File: src/source/dma_pkg.sv
// sizes, register map, bus codes and controller states for the dma engine
// blocks pull these in with a wildcard import
package dma_pkg;

   localparam int NUM_CH      = 4;
   localparam int CH_BITS     = 2;
   localparam int ADDR_W      = 32;
   localparam int DATA_W      = 32;
   localparam int LEN_W       = 16;
   localparam int BURST_WORDS = 4;
   localparam int BURST_BITS  = 3;
   localparam int WDT_LIMIT   = 64;
   localparam int WDT_BITS    = 7;
   localparam int PADDR_W     = 8;

   // --------------------
   // per channel window, channel n starts at n*16
   localparam logic [3:0] REG_SRC  = 4'h0;
   localparam logic [3:0] REG_DST  = 4'h4;
   localparam logic [3:0] REG_LEN  = 4'h8;
   localparam logic [3:0] REG_STAT = 4'hc;

   localparam logic [PADDR_W-1:0] REG_INT = 8'h40;

   localparam logic [1:0] HTRANS_IDLE   = 2'b00;
   localparam logic [1:0] HTRANS_NONSEQ = 2'b10;

   // --------------------
   localparam logic [2:0] ST_IDLE  = 3'd0;
   localparam logic [2:0] ST_LOAD  = 3'd1;
   localparam logic [2:0] ST_READ  = 3'd2;
   localparam logic [2:0] ST_WRITE = 3'd3;
   localparam logic [2:0] ST_END   = 3'd4;

endpackage

File: src/source/dma_ahbm_rd.sv
// AHB-Lite read master, single word transfers with address and data overlapped
// each good data beat goes straight into the FIFO
`timescale 1ns/10ps

module dma_ahbm_rd
   import dma_pkg::*;
(
   input  logic                  clk,
   input  logic                  rst,
   input  logic                  rd_start,
   input  logic [ADDR_W-1:0]     rd_addr,
   input  logic [BURST_BITS-1:0] burst_len,
   input  logic [DATA_W-1:0]     rhrdata,
   input  logic                  rhready,
   input  logic                  rhresp,
   output logic [ADDR_W-1:0]     rhaddr,
   output logic [1:0]            rhtrans,
   output logic                  fifo_push,
   output logic [DATA_W-1:0]     fifo_wdata,
   output logic                  rd_done,
   output logic                  rd_err,
   output logic                  rd_beat
);

   // address phases still to issue
   logic [BURST_BITS-1:0] addr_left;
   logic                  aphase;
   logic                  dphase;

   assign aphase     = (addr_left != '0);
   assign rhtrans    = aphase ? HTRANS_NONSEQ : HTRANS_IDLE;
   assign rd_beat    = dphase & rhready;
   assign rd_err     = rd_beat & rhresp;
   assign fifo_push  = rd_beat & ~rhresp;
   assign fifo_wdata = rhrdata;

   always_ff @(posedge clk) begin
      if (rst) begin
         addr_left <= '0;
         dphase    <= 1'b0;
         rd_done   <= 1'b0;
         rhaddr    <= '0;
      end else begin
         rd_done <= rd_beat & ~aphase;
         if (rd_start) begin
            addr_left <= burst_len;
            dphase    <= 1'b0;
            rhaddr    <= rd_addr;
         end else if (rhready) begin
            // low ready holds both phases
            dphase <= aphase;
            if (aphase) begin
               addr_left <= addr_left - 1'b1;
               rhaddr    <= rhaddr + ADDR_W'(4);
            end
         end
      end
   end

endmodule

File: src/source/dma_ahbm_wr.sv
// AHB-Lite write master, the mirror of the read master
// one FIFO word per address phase, held through its data phase
`timescale 1ns/10ps

module dma_ahbm_wr
   import dma_pkg::*;
(
   input  logic                  clk,
   input  logic                  rst,
   input  logic                  wr_start,
   input  logic [ADDR_W-1:0]     wr_addr,
   input  logic [BURST_BITS-1:0] burst_len,
   input  logic [DATA_W-1:0]     fifo_rdata,
   input  logic                  whready,
   input  logic                  whresp,
   output logic [ADDR_W-1:0]     whaddr,
   output logic [1:0]            whtrans,
   output logic [DATA_W-1:0]     whwdata,
   output logic                  fifo_pop,
   output logic                  wr_done,
   output logic                  wr_err,
   output logic                  wr_beat
);

   logic [BURST_BITS-1:0] addr_left;
   logic                  aphase;
   logic                  dphase;

   assign aphase   = (addr_left != '0);
   assign whtrans  = aphase ? HTRANS_NONSEQ : HTRANS_IDLE;
   assign wr_beat  = dphase & whready;
   assign wr_err   = wr_beat & whresp;
   assign fifo_pop = aphase & whready;

   always_ff @(posedge clk) begin
      if (rst) begin
         addr_left <= '0;
         dphase    <= 1'b0;
         wr_done   <= 1'b0;
         whaddr    <= '0;
      end else begin
         wr_done <= wr_beat & ~aphase;
         if (wr_start) begin
            addr_left <= burst_len;
            dphase    <= 1'b0;
            whaddr    <= wr_addr;
         end else if (whready) begin
            dphase <= aphase;
            if (aphase) begin
               addr_left <= addr_left - 1'b1;
               whaddr    <= whaddr + ADDR_W'(4);
            end
         end
      end
   end

   // write data for the beat whose address was just taken
   always_ff @(posedge clk) begin
      if (fifo_pop) begin
         whwdata <= fifo_rdata;
      end
   end

endmodule

File: src/source/dma_arbiter.sv
// picks the channel for the next burst
// top channel first when enabled, round robin otherwise
`timescale 1ns/10ps

module dma_arbiter
   import dma_pkg::*;
(
   input  logic               clk,
   input  logic               rst,
   input  logic [NUM_CH-1:0]  ch_ready,
   input  logic               prio_top,
   input  logic [CH_BITS-1:0] prio_top_num,
   input  logic               burst_end,
   output logic               grant_valid,
   output logic [CH_BITS-1:0] grant_num
);

   logic [CH_BITS-1:0] last;
   logic [CH_BITS-1:0] rr_num;
   logic [CH_BITS-1:0] next_num;

   // walk down so the nearest ready channel after last is kept
   always_comb begin
      rr_num = last;
      for (int k = NUM_CH; k >= 1; k--) begin
         if (ch_ready[last + CH_BITS'(k)]) begin
            rr_num = last + CH_BITS'(k);
         end
      end
   end

   assign next_num = (prio_top && ch_ready[prio_top_num]) ? prio_top_num : rr_num;

   // grant stays put until its burst is over
   always_ff @(posedge clk) begin
      if (rst) begin
         grant_valid <= 1'b0;
         grant_num   <= '0;
         last        <= CH_BITS'(NUM_CH - 1);
      end else if (burst_end) begin
         grant_valid <= 1'b0;
         last        <= grant_num;
      end else if (!grant_valid) begin
         grant_valid <= |ch_ready;
         grant_num   <= next_num;
      end
   end

endmodule

File: src/source/dma_core.sv
// top of the memory to memory dma engine
// APB for setup, one AHB-Lite port for reads and one for writes
`timescale 1ns/10ps

module dma_core
   import dma_pkg::*;
(
   input  logic                clk,
   input  logic                rst,
   input  logic [NUM_CH-1:0]   ch_start,
   input  logic                prio_top,
   input  logic [CH_BITS-1:0]  prio_top_num,
   input  logic                psel,
   input  logic                penable,
   input  logic [PADDR_W-1:0]  paddr,
   input  logic                pwrite,
   input  logic [31:0]         pwdata,
   input  logic [DATA_W-1:0]   rhrdata,
   input  logic                rhready,
   input  logic                rhresp,
   input  logic                whready,
   input  logic                whresp,
   output logic                idle,
   output logic [NUM_CH-1:0]   ch_int,
   output logic [31:0]         prdata,
   output logic                pslverr,
   output logic [ADDR_W-1:0]   rhaddr,
   output logic [1:0]          rhtrans,
   output logic [ADDR_W-1:0]   whaddr,
   output logic [1:0]          whtrans,
   output logic [DATA_W-1:0]   whwdata
);

   logic [NUM_CH-1:0]     ch_ready;
   logic                  grant_valid;
   logic [CH_BITS-1:0]    grant_num;
   logic [ADDR_W-1:0]     cur_src;
   logic [ADDR_W-1:0]     cur_dst;
   logic [LEN_W-1:0]      cur_len;
   logic                  rd_start;
   logic [ADDR_W-1:0]     rd_addr;
   logic                  wr_start;
   logic [ADDR_W-1:0]     wr_addr;
   logic [BURST_BITS-1:0] burst_len;
   logic [CH_BITS-1:0]    ch_num;
   logic                  burst_end;
   logic                  burst_abort;
   logic                  busy;
   logic                  fifo_flush;
   logic                  wdt_timeout;
   logic                  rd_done;
   logic                  rd_err;
   logic                  rd_beat;
   logic                  wr_done;
   logic                  wr_err;
   logic                  wr_beat;
   logic                  fifo_push;
   logic [DATA_W-1:0]     fifo_wdata;
   logic                  fifo_pop;
   logic [DATA_W-1:0]     fifo_rdata;
   logic                  beat;
   logic                  burst_done;
   logic                  master_rst;

   assign beat       = rd_beat | wr_beat;
   // the arbiter frees its grant on either way a burst can finish
   assign burst_done = burst_end | burst_abort;
   // an abort drops whatever the bus masters still have in flight
   assign master_rst = rst | fifo_flush;

   dma_regs    u_regs    (.*);
   dma_arbiter u_arbiter (.burst_end(burst_done), .*);
   dma_ctrl    u_ctrl    (.*);
   dma_wdt     u_wdt     (.*);
   dma_ahbm_rd u_ahbm_rd (.rst(master_rst), .*);
   dma_ahbm_wr u_ahbm_wr (.rst(master_rst), .*);
   dma_fifo    u_fifo    (.fifo_empty(), .*);

endmodule

File: src/source/dma_ctrl.sv
// sequences one burst of the granted channel
// read burst into the FIFO, then write burst out of it
`timescale 1ns/10ps

module dma_ctrl
   import dma_pkg::*;
(
   input  logic                  clk,
   input  logic                  rst,
   input  logic                  grant_valid,
   input  logic [CH_BITS-1:0]    grant_num,
   input  logic [ADDR_W-1:0]     cur_src,
   input  logic [ADDR_W-1:0]     cur_dst,
   input  logic [LEN_W-1:0]      cur_len,
   input  logic                  rd_done,
   input  logic                  wr_done,
   input  logic                  rd_err,
   input  logic                  wr_err,
   input  logic                  wdt_timeout,
   output logic                  rd_start,
   output logic [ADDR_W-1:0]     rd_addr,
   output logic                  wr_start,
   output logic [ADDR_W-1:0]     wr_addr,
   output logic [BURST_BITS-1:0] burst_len,
   output logic [CH_BITS-1:0]    ch_num,
   output logic                  burst_end,
   output logic                  burst_abort,
   output logic                  busy,
   output logic                  fifo_flush
);

   logic [2:0]        state;
   logic [ADDR_W-1:0] src_q;
   logic [ADDR_W-1:0] dst_q;
   logic [LEN_W-1:0]  len_q;
   logic              abort;

   assign abort     = rd_err | wr_err | wdt_timeout;
   assign rd_addr   = src_q;
   assign wr_addr   = dst_q;
   assign busy      = (state != ST_IDLE);
   assign burst_len = (len_q > LEN_W'(BURST_WORDS)) ? BURST_BITS'(BURST_WORDS)
                                                   : len_q[BURST_BITS-1:0];

   // snapshot of the channel for this burst
   always_ff @(posedge clk) begin
      if (state == ST_IDLE && grant_valid) begin
         ch_num <= grant_num;
         src_q  <= cur_src;
         dst_q  <= cur_dst;
         len_q  <= cur_len;
      end
   end

   always_ff @(posedge clk) begin
      if (rst) begin
         state       <= ST_IDLE;
         rd_start    <= 1'b0;
         wr_start    <= 1'b0;
         burst_end   <= 1'b0;
         burst_abort <= 1'b0;
         fifo_flush  <= 1'b0;
      end else begin
         rd_start    <= 1'b0;
         wr_start    <= 1'b0;
         burst_end   <= 1'b0;
         burst_abort <= 1'b0;
         fifo_flush  <= 1'b0;
         case (state)
            ST_IDLE: begin
               if (grant_valid) begin
                  state <= ST_LOAD;
               end
            end
            ST_LOAD: begin
               rd_start <= 1'b1;
               state    <= ST_READ;
            end
            ST_READ, ST_WRITE: begin
               if (abort) begin
                  burst_abort <= 1'b1;
                  fifo_flush  <= 1'b1;
                  state       <= ST_END;
               end else if (state == ST_READ && rd_done) begin
                  wr_start <= 1'b1;
                  state    <= ST_WRITE;
               end else if (state == ST_WRITE && wr_done) begin
                  burst_end <= 1'b1;
                  state     <= ST_END;
               end
            end
            ST_END:  state <= ST_IDLE;
            default: state <= ST_IDLE;
         endcase
      end
   end

endmodule

File: src/source/dma_fifo.sv
// word FIFO between the read and write masters
// four entries hold one full burst, read side is first word fall through
`timescale 1ns/10ps

module dma_fifo (
   input  logic        clk,
   input  logic        rst,
   input  logic        fifo_flush,
   input  logic        fifo_push,
   input  logic [31:0] fifo_wdata,
   input  logic        fifo_pop,
   output logic [31:0] fifo_rdata,
   output logic        fifo_empty
);

   logic [31:0] mem [4];
   // extra top bit tells a full FIFO from an empty one
   logic [2:0]  wr_ptr;
   logic [2:0]  rd_ptr;

   assign fifo_empty = (wr_ptr == rd_ptr);
   assign fifo_rdata = mem[rd_ptr[1:0]];

   always_ff @(posedge clk) begin
      if (rst || fifo_flush) begin
         wr_ptr <= '0;
         rd_ptr <= '0;
      end else begin
         if (fifo_push) begin
            wr_ptr <= wr_ptr + 1'b1;
         end
         if (fifo_pop) begin
            rd_ptr <= rd_ptr + 1'b1;
         end
      end
   end

   always_ff @(posedge clk) begin
      if (fifo_push) begin
         mem[wr_ptr[1:0]] <= fifo_wdata;
      end
   end

endmodule

File: src/source/dma_regs.sv
// APB register file with per channel addresses, lengths and status
// also owns the interrupt bits and the idle flag
`timescale 1ns/10ps

module dma_regs
   import dma_pkg::*;
(
   input  logic                  clk,
   input  logic                  rst,
   input  logic                  psel,
   input  logic                  penable,
   input  logic [PADDR_W-1:0]    paddr,
   input  logic                  pwrite,
   input  logic [31:0]           pwdata,
   output logic [31:0]           prdata,
   output logic                  pslverr,
   input  logic [NUM_CH-1:0]     ch_start,
   input  logic [CH_BITS-1:0]    grant_num,
   input  logic                  burst_end,
   input  logic                  burst_abort,
   input  logic [CH_BITS-1:0]    ch_num,
   input  logic [BURST_BITS-1:0] burst_len,
   output logic [NUM_CH-1:0]     ch_ready,
   output logic [ADDR_W-1:0]     cur_src,
   output logic [ADDR_W-1:0]     cur_dst,
   output logic [LEN_W-1:0]      cur_len,
   output logic [NUM_CH-1:0]     ch_int,
   output logic                  idle
);

   logic [ADDR_W-1:0]  src [NUM_CH];
   logic [ADDR_W-1:0]  dst [NUM_CH];
   logic [LEN_W-1:0]   len [NUM_CH];
   logic [NUM_CH-1:0]  active;
   logic [NUM_CH-1:0]  err;
   logic               access;
   logic               apb_wr;
   logic               in_win;
   logic               is_int;
   logic [CH_BITS-1:0] sel_ch;
   logic [ADDR_W-1:0]  burst_bytes;
   logic [LEN_W-1:0]   burst_words;

   // --------------------
   // APB decode
   assign access  = psel & penable;
   assign apb_wr  = access & pwrite;
   assign sel_ch  = paddr[CH_BITS+3:4];
   assign in_win  = (paddr[PADDR_W-1:CH_BITS+4] == '0) && (paddr[1:0] == 2'b00);
   assign is_int  = (paddr == REG_INT);
   assign pslverr = access & ~(in_win | is_int);

   always_comb begin
      prdata = '0;
      if (is_int) begin
         prdata[NUM_CH-1:0] = ch_int;
      end else if (in_win) begin
         case (paddr[3:0])
            REG_SRC:  prdata = src[sel_ch];
            REG_DST:  prdata = dst[sel_ch];
            REG_LEN:  prdata[LEN_W-1:0] = len[sel_ch];
            REG_STAT: prdata[1:0] = {err[sel_ch], active[sel_ch]};
            default:  prdata = '0;
         endcase
      end
   end

   // --------------------
   assign burst_words = LEN_W'(burst_len);
   assign burst_bytes = ADDR_W'(burst_len) << 2;

   // burst progress wins over a software write in the same cycle
   always_ff @(posedge clk) begin
      for (int i = 0; i < NUM_CH; i++) begin
         if (apb_wr && in_win && sel_ch == CH_BITS'(i)) begin
            case (paddr[3:0])
               REG_SRC: src[i] <= pwdata;
               REG_DST: dst[i] <= pwdata;
               REG_LEN: len[i] <= pwdata[LEN_W-1:0];
               default: ;
            endcase
         end
         if (burst_end && ch_num == CH_BITS'(i)) begin
            src[i] <= src[i] + burst_bytes;
            dst[i] <= dst[i] + burst_bytes;
            len[i] <= len[i] - burst_words;
         end
      end
   end

   always_ff @(posedge clk) begin
      if (rst) begin
         active <= '0;
         err    <= '0;
         ch_int <= '0;
      end else begin
         // write one to clear
         if (apb_wr && is_int) begin
            ch_int <= ch_int & ~pwdata[NUM_CH-1:0];
         end
         for (int i = 0; i < NUM_CH; i++) begin
            if (ch_start[i] && len[i] != '0) begin
               active[i] <= 1'b1;
               err[i]    <= 1'b0;
            end
            if (ch_num == CH_BITS'(i)) begin
               if (burst_end && len[i] == burst_words) begin
                  active[i] <= 1'b0;
                  ch_int[i] <= 1'b1;
               end
               if (burst_abort) begin
                  active[i] <= 1'b0;
                  err[i]    <= 1'b1;
                  ch_int[i] <= 1'b1;
               end
            end
         end
      end
   end

   // --------------------
   always_comb begin
      for (int i = 0; i < NUM_CH; i++) begin
         ch_ready[i] = active[i] & (len[i] != '0);
      end
   end

   assign cur_src = src[grant_num];
   assign cur_dst = dst[grant_num];
   assign cur_len = len[grant_num];
   assign idle    = ~|active;

endmodule

File: src/source/dma_wdt.sv
// watchdog for a stalled bus during a burst
// pulses once after WDT_LIMIT cycles with no completed beat
`timescale 1ns/10ps

module dma_wdt
   import dma_pkg::*;
(
   input  logic clk,
   input  logic rst,
   input  logic busy,
   input  logic beat,
   output logic wdt_timeout
);

   logic [WDT_BITS-1:0] cnt;

   always_ff @(posedge clk) begin
      if (rst || !busy || beat) begin
         cnt         <= '0;
         wdt_timeout <= 1'b0;
      end else if (cnt == WDT_BITS'(WDT_LIMIT - 1)) begin
         cnt         <= '0;
         wdt_timeout <= 1'b1;
      end else begin
         cnt         <= cnt + 1'b1;
         wdt_timeout <= 1'b0;
      end
   end

endmodule

File: config.mk
export PLATFORM = sky130hd
export DESIGN_NAME = dma_core
export DESIGN_NICKNAME = d
export VERILOG_FILES = /design/src/source/dma_pkg.sv /design/src/source/dma_ahbm_rd.sv /design/src/source/dma_ahbm_wr.sv /design/src/source/dma_arbiter.sv /design/src/source/dma_core.sv /design/src/source/dma_ctrl.sv /design/src/source/dma_fifo.sv /design/src/source/dma_regs.sv /design/src/source/dma_wdt.sv
export SDC_FILE = /design/constraint.sdc
export NUM_CORES = 1
export LEC_CHECK = 0
export ABC_AREA = 1
export BUFFER_PORTS_ARGS = -buffer_cell sky130_fd_sc_hd__buf_2
export CAP_MARGIN = 20
export CORE_MARGIN = 2
export CORE_UTILIZATION = 40
export DETAILED_ROUTE_END_ITERATION = 7
export MAX_ROUTING_LAYER = met4
export SLEW_MARGIN = 20
export SYNTH_ARGS = -nofsm -noshare
export SYNTH_HDL_FRONTEND = slang
export SYNTH_HIERARCHICAL = 1
export SYNTH_SLANG_ARGS = --single-unit
File: constraint.sdc
create_clock -name clk -period 14.2 [get_ports clk]
set_input_delay 1.42 -clock clk [delete_from_list [all_inputs] [get_ports clk]]
set_output_delay 1.42 -clock clk [all_outputs]
set_load 0.02 [all_outputs]
==> metrics.yaml, run 1 <==
ir_drop_v: 0.0001229
worstMarginPinSlew_ns: 1.037
ctsResizeCount: 0
finalCriticalPeriod_ns: 5.281
postLayoutCellArea_sq_um: 47030
gp_congestion: 1.027
io_pins: 226
skew_ns: 0.04248
final_cell_mix: "nand2_1, nor2_1, edfxtp_1"
setup_viol: 0
cp_max_fo: 25
crit_slowest_cell: "inv_1"
register_area_sq_um: 19130
cts_sinks: 674
vias: 40750
cap_violations: 0
die_x_um: 329.8
cp.required_ns: 12.78
path_cells: "buf_2 > nand2_2 > inv_1 > nand2_1 > o21ai_0 > o21ai_0 > a21oi_1 > buf_2"
grt_first_pass_wirelength_um: 242300
wl_um: 170700
gr-usage-all-layers: 0.3132
yosys_warnings: 6
status: "finished, violations left"
numCtsBuffers: 81
holdWs_ns: 0.4649
fmax_ghz: 0.1894
cts.htree.levels: 3
post_cts_buffers: 0
clkTransAtPathRegs_ns: 0.06
synth_area_sq_um: 42450
port_buffers: 223
multi_input_area_sq_um: 19930
antenna_left: 0
powerDensity_nw_per_um2: 117.5
violations: "DRC"
hold_path_class: "reg2reg"
fin_crit_sh: 0.3719
fin_setup_tns_ns: 0
slew_violations: 0
dieArea_sq_um: 108800
start_util: 0.4033
core_area_sq_um: 105300
antenna_found_initial: 10
grt_max_degree: 106
grt_overflow_total: 0
reg2reg_to: "u_regs/src[2][28]"
area_growth_pct: 10.79
syn_inst: 5749
cp.arrival_ns: 3.86
hold_start: "u_wdt/cnt[0]"
holdBufCountCts: 0
nets: 6012
cts_tree: "built"
start_kind: "input port"
r2r_cells: 17
fillers: 10850
first_pass_iters: 8
hold_violations: 0
grt_pass1_vias: 36160
synth_area_per_cell_sq_um: 7.384
max_slew_margin: 0.3068
post_dp_cell_area_sq_um: 44350
place_hpwl_um: 129500
final_layout_size_suffix_gt1_frac: 0.08918
final_common_cell: "nand2_1"
die_h_um: 329.8
synthesis.nets: 5897
dp_slack_ns: 8.362
leakage_nw: 19.25
regToRegSetupSlack_ns: 10.35
clk_path_buf_depth: 3
layout_setup_ws_ns: 8.919
root_buffer: "clkbuf_16"
grt_setup_unrepaired: "no"
via_per_inst: 5.559
rows: 119
holdPathStages: 1
cpPeakStageDelay_ns: 0.76
clock_latency_ns: 0.69
hold-path-endpoint: "u_wdt/cnt[0]"
critPathKind: "in2out"
reg2reg_from: "u_ctrl/len_q[15]"
drc: 2
critPathCaptureType: "primary output"
wire_per_inst_um: 23.29
drt_iter0_drc: 5189
[how the worst max path moves through the flow]
stage | startpoint | to | slack [ns] | cells past startpoint
6_report | paddr[4] | prdata[16] | 8.92 | 8
5_1_grt | paddr[4] | prdata[19] | 8.86 | 8
4_1_cts | paddr[4] | prdata[16] | 8.36 | 8
3_5_place_dp | paddr[4] | prdata[16] | 8.36 | 8
3_3_place_gp | paddr[4] | prdata[18] | 8.30 | 8
2_1_floorplan | u_ctrl/state[0] | u_ctrl/ch_num[0] | 9.73 | 3
[stage by stage]
| step | power, W | utilization | instances |
|---|---|---|---|
| 2_1_floorplan | 0.003149 | - | 5749 |
| 3_3_place_gp | 0.003442 | 0.4213 | 7171 |
| 3_5_place_dp | 0.003458 | 0.4213 | 7171 |
| 4_1_cts | 0.005556 | 0.4464 | 7322 |
| 5_1_grt | 0.005733 | 0.4468 | 7328 |
| 6_report | 0.005526 | 0.4468 | 7330 |
[final cells by class]
cell class	count	area share
Multi-Input combinational cell	4274	0.4237
Sequential cell	674	0.4066
Inverter	572	0.04599
Clock buffer	104	0.04536
Tap cell	1391	0.03700
Timing Repair Buffer	261	0.03006
Clock inverter	47	0.01091
Antenna cell	7	0.0003724
[power by group]
group          internal [W]  switching, W
logic              0.000252      0.000733
clock network       0.00117      0.000926
registers           0.00234     0.0000991
[layer usage]
| layer | wire (um) | global-route usage |
|---|---|---|
| met1 | 71060 | 0.4296 |
| met2 | 74000 | 0.4589 |
| met3 | 19440 | 0.06726 |
| met4 | 6225 | 0.1027 |
| met5 | 0 | - |
[worst max-delay path: cells and delay by family]
| family | cells | cell delay, ns |
|---|---|---|
| AOI/OAI and AO/OA | 3 | 0.61 |
| buffers and inverters | 3 | 1.37 |
| and+or+nand+nor | 2 | 0.42 |
[state kept, by name, summed over array words and instances, names as in the netlist, 3 cells and up, named ones only]
signal	cells
u_fifo/mem	128
u_regs/dst	128
u_wdt/cnt	7
u_ctrl/state	3
u_regs/len	64
u_ahbm_wr/whwdata	32
u_ahbm_wr/addr_left	3
u_ahbm_rd/rhaddr	32
u_ctrl/len_q	16
u_regs/active	4
u_regs/src	128
u_ctrl/rd_addr	32
u_regs/err	4
u_regs/ch_int	4
u_ahbm_wr/whaddr	32
u_ctrl/wr_addr	32
u_ahbm_rd/addr_left	3
No activity file was read; power rests on OpenSTA's default activity.
==> run 2: changes to the inputs <==
clock period = 4.35 ns   (was 14.2 ns; I/O delays follow)
==> metrics.yaml, run 2 (same netlist as run 1, synthesis figures left out) <==
status: "finished clean"
post_dp_cell_area_sq_um: 44790  # +0.99%
nets: 6087  # +1.2%
ir_drop_v: 0.0004602  # +270%
top_layer: "met4"
drt_iter0_drc: 5591  # +7.7%
max_slew_margin: 0.3074  # +0.0005840
grt_setup_unrepaired: "no"
clk_path_buf_depth: 3  # unchanged
cts_tree: "built"
path_cells: "nor2_1 > nand2_1 > nor2_1 > o2111ai_1 > nor2_2 > buf_12 > ha_1 > fa_1 > nand2_1 > a21oi_1 > nand2_1 > nor2_1 > nand2_1 > nand2_1 > nand2_1 > nand2_1 > nand2_1"
place_hpwl_um: 134600  # +4.0%
hold-path-endpoint: "u_regs/active[3]"
wl_met1_um: 73060  # +2.8%
die_h_um: 329.8  # unchanged
postLayoutCellArea_sq_um: 47970  # +2.0%
via_per_inst: 5.594  # +0.62%
io_pins: 226  # unchanged
worstMarginPinSlew_ns: 1.036  # -0.001777 ns
wl_um: 175900  # +3.0%
final_cell_mix: "nand2_1, nor2_1, edfxtp_1"
antenna_found_initial: 9  # -1
fin_crit_sh: 0.7498
hold_path_class: "in2reg"
gr-usage-all-layers: 0.3258  # +0.01260
grt_overflow_total: 0  # unchanged
antenna_left: 0  # unchanged
finalCriticalPeriod_ns: 3.262
critPathCaptureType: "flip-flop"
wire_per_inst_um: 23.74  # +1.9%
fillers: 10730  # -1.1%
hold_start: "ch_start[3]"
area_growth_pct: 13.00
fmax_ghz: 0.3066
slew_violations: 0  # unchanged
setup_viol: 0  # unchanged
final_common_cell: "nand2_1"
wl_met3_um: 18220  # -6.3%
grt_max_degree: 128  # +21%
seqPwrFrac: 0.434  # -0.008
reg2reg_from: "u_ctrl/len_q[13]"
first_pass_iters: 8  # unchanged
pwr-share-comb: 0.176  # -0.002
grt_pass1_vias: 37490  # +3.7%
cts.htree.levels: 3  # unchanged
power_frac_clock: 0.390  # +0.010
utilization: 0.4557  # +0.008903
final_layout_size_suffix_gt1_frac: 0.09519  # +0.006013
ctsResizeCount: 0  # unchanged
start_util: 0.4033  # unchanged
cap_violations: 0  # unchanged
start_kind: "flip-flop"
rows: 119  # unchanged
cts_sinks: 674  # unchanged
drc: 0  # -2
powerDensity_nw_per_um2: 386.3  # +230%
clkTransAtPathRegs_ns: 0.06  # about the same
reg2reg_to: "u_regs/src[2][28]"
path_common_cell: "nand2_1"
holdWs_ns: 0.03298  # -0.4319 ns
leakage_nw: 19.72  # +2.4%
clock_latency_ns: 0.70  # about the same
r2r_cells: 17  # unchanged
root_buffer: "clkbuf_16"
power.total_w: 0.01853  # +240%
fin_setup_tns_ns: 0  # unchanged
cp_max_fo: 14  # -44%
holdBufCountCts: 32  # +32
swShare: 0.3149  # -0.003318
cpPeakStageDelay_ns: 0.37  # -0.39 ns
p_int_w: 0.01270  # +240%
grt_first_pass_wirelength_um: 252100  # +4.0%
core_area_sq_um: 105300  # unchanged
crit_slowest_cell: "edfxtp_1"
hold_violations: 0  # unchanged
critPathKind: "reg2reg"
holdPathStages: 3  # +2
port_buffers: 223  # unchanged
die_x_um: 329.8  # unchanged
regToRegSetupSlack_ns: 1.09  # -9.26 ns
cp.arrival_ns: 3.68  # -0.18 ns
power.switching_w: 0.005835  # +230%
skew_ns: 0.04321  # +0.0007309 ns
dieArea_sq_um: 108800  # unchanged
gp_congestion: 1.028  # about the same
numCtsBuffers: 84  # +3.7%
cp.required_ns: 4.77  # -8.01 ns
vias: 41440  # +1.7%
post_cts_buffers: 0  # unchanged
wl_met2_um: 76150  # +2.9%
## run 2: cell count changes in the layout (fill, tap and decap cells not counted), moves of 2 or more
cell,previous run,this run
clkbuf_16,81,84
nand2_2,20,17
dlygate4sd3_1,0,32
bufinv_16,5,8
clkinv_1,16,14
clkbuf_8,2,5
buf_12,1,11
clkinv_2,15,13
nand2_1,2004,2007
buf_4,37,67
## run 2: through the flow
| stage | std cells | worst slack, ns |
|---|---|---|
| floorplan | 5749 | 0.4630 |
| global placement | 7212 | 1.183 |
| detailed placement | 7212 | 1.141 |
| CTS | 7400 | 1.118 |
| global route | 7407 | 0.8332 |
| finish | 7408 | 1.088 |
## run 2: cell type report
cell class | count | area (sq um) | area share
Clock buffer | 111 | 2253 | 0.04697
Sequential cell | 674 | 19130 | 0.3987
Timing Repair Buffer | 333 | 2160 | 0.04502
Antenna cell | 8 | 20.02 | 0.0004173
Inverter | 572 | 2166 | 0.04515
Multi-Input combinational cell | 4274 | 19920 | 0.4152
Clock inverter | 45 | 586.8 | 0.01223
Tap cell | 1391 | 1740 | 0.03628
## run 2: critical path, delay by kind of cell (launching register included)
kind                       cells  cell delay [ns]
and+or+nand+nor               12             1.31
AOI/OAI and AO/OA              2             0.59
adders and majority gates      2             0.48
DFF                            1             0.37
buffers and inverters          1             0.24
## run 2: how the worst max path moves through the flow
| stage | start | endpoint | slack (ns) | depth (start not counted) |
|---|---|---|---|---|
| global route | u_ctrl/len_q[13] | u_regs/src[0][28] | 0.83 | 16 |
| finish | u_ctrl/len_q[13] | u_regs/src[2][28] | 1.09 | 17 |
| detailed placement | u_ctrl/len_q[13] | u_regs/src[2][28] | 1.14 | 17 |
| floorplan | u_ctrl/len_q[12] | u_regs/len[1][5] | 0.46 | 15 |
| CTS | u_ctrl/len_q[13] | u_regs/src[2][28] | 1.12 | 17 |
| global placement | u_ctrl/len_q[12] | u_regs/src[2][28] | 1.18 | 17 |
## run 2: power by group through the flow
stage | sequential, W | clock, W | combinational [W]
finish | 0.00803 | 0.00724 | 0.00326
detailed placement | 0.00817 | 0 | 0.00319
floorplan | 0.00820 | 0 | 0.00207
CTS | 0.00804 | 0.00736 | 0.00323
global route | 0.00810 | 0.00759 | 0.00355
global placement | 0.00815 | 0 | 0.00316
## run 2: routing by layer
metal	track usage	vias up
li1	-	19300
met1	0.4380	19570
met2	0.4748	2208
met3	0.06300	360
met4	0.1469	0
met5	-	-
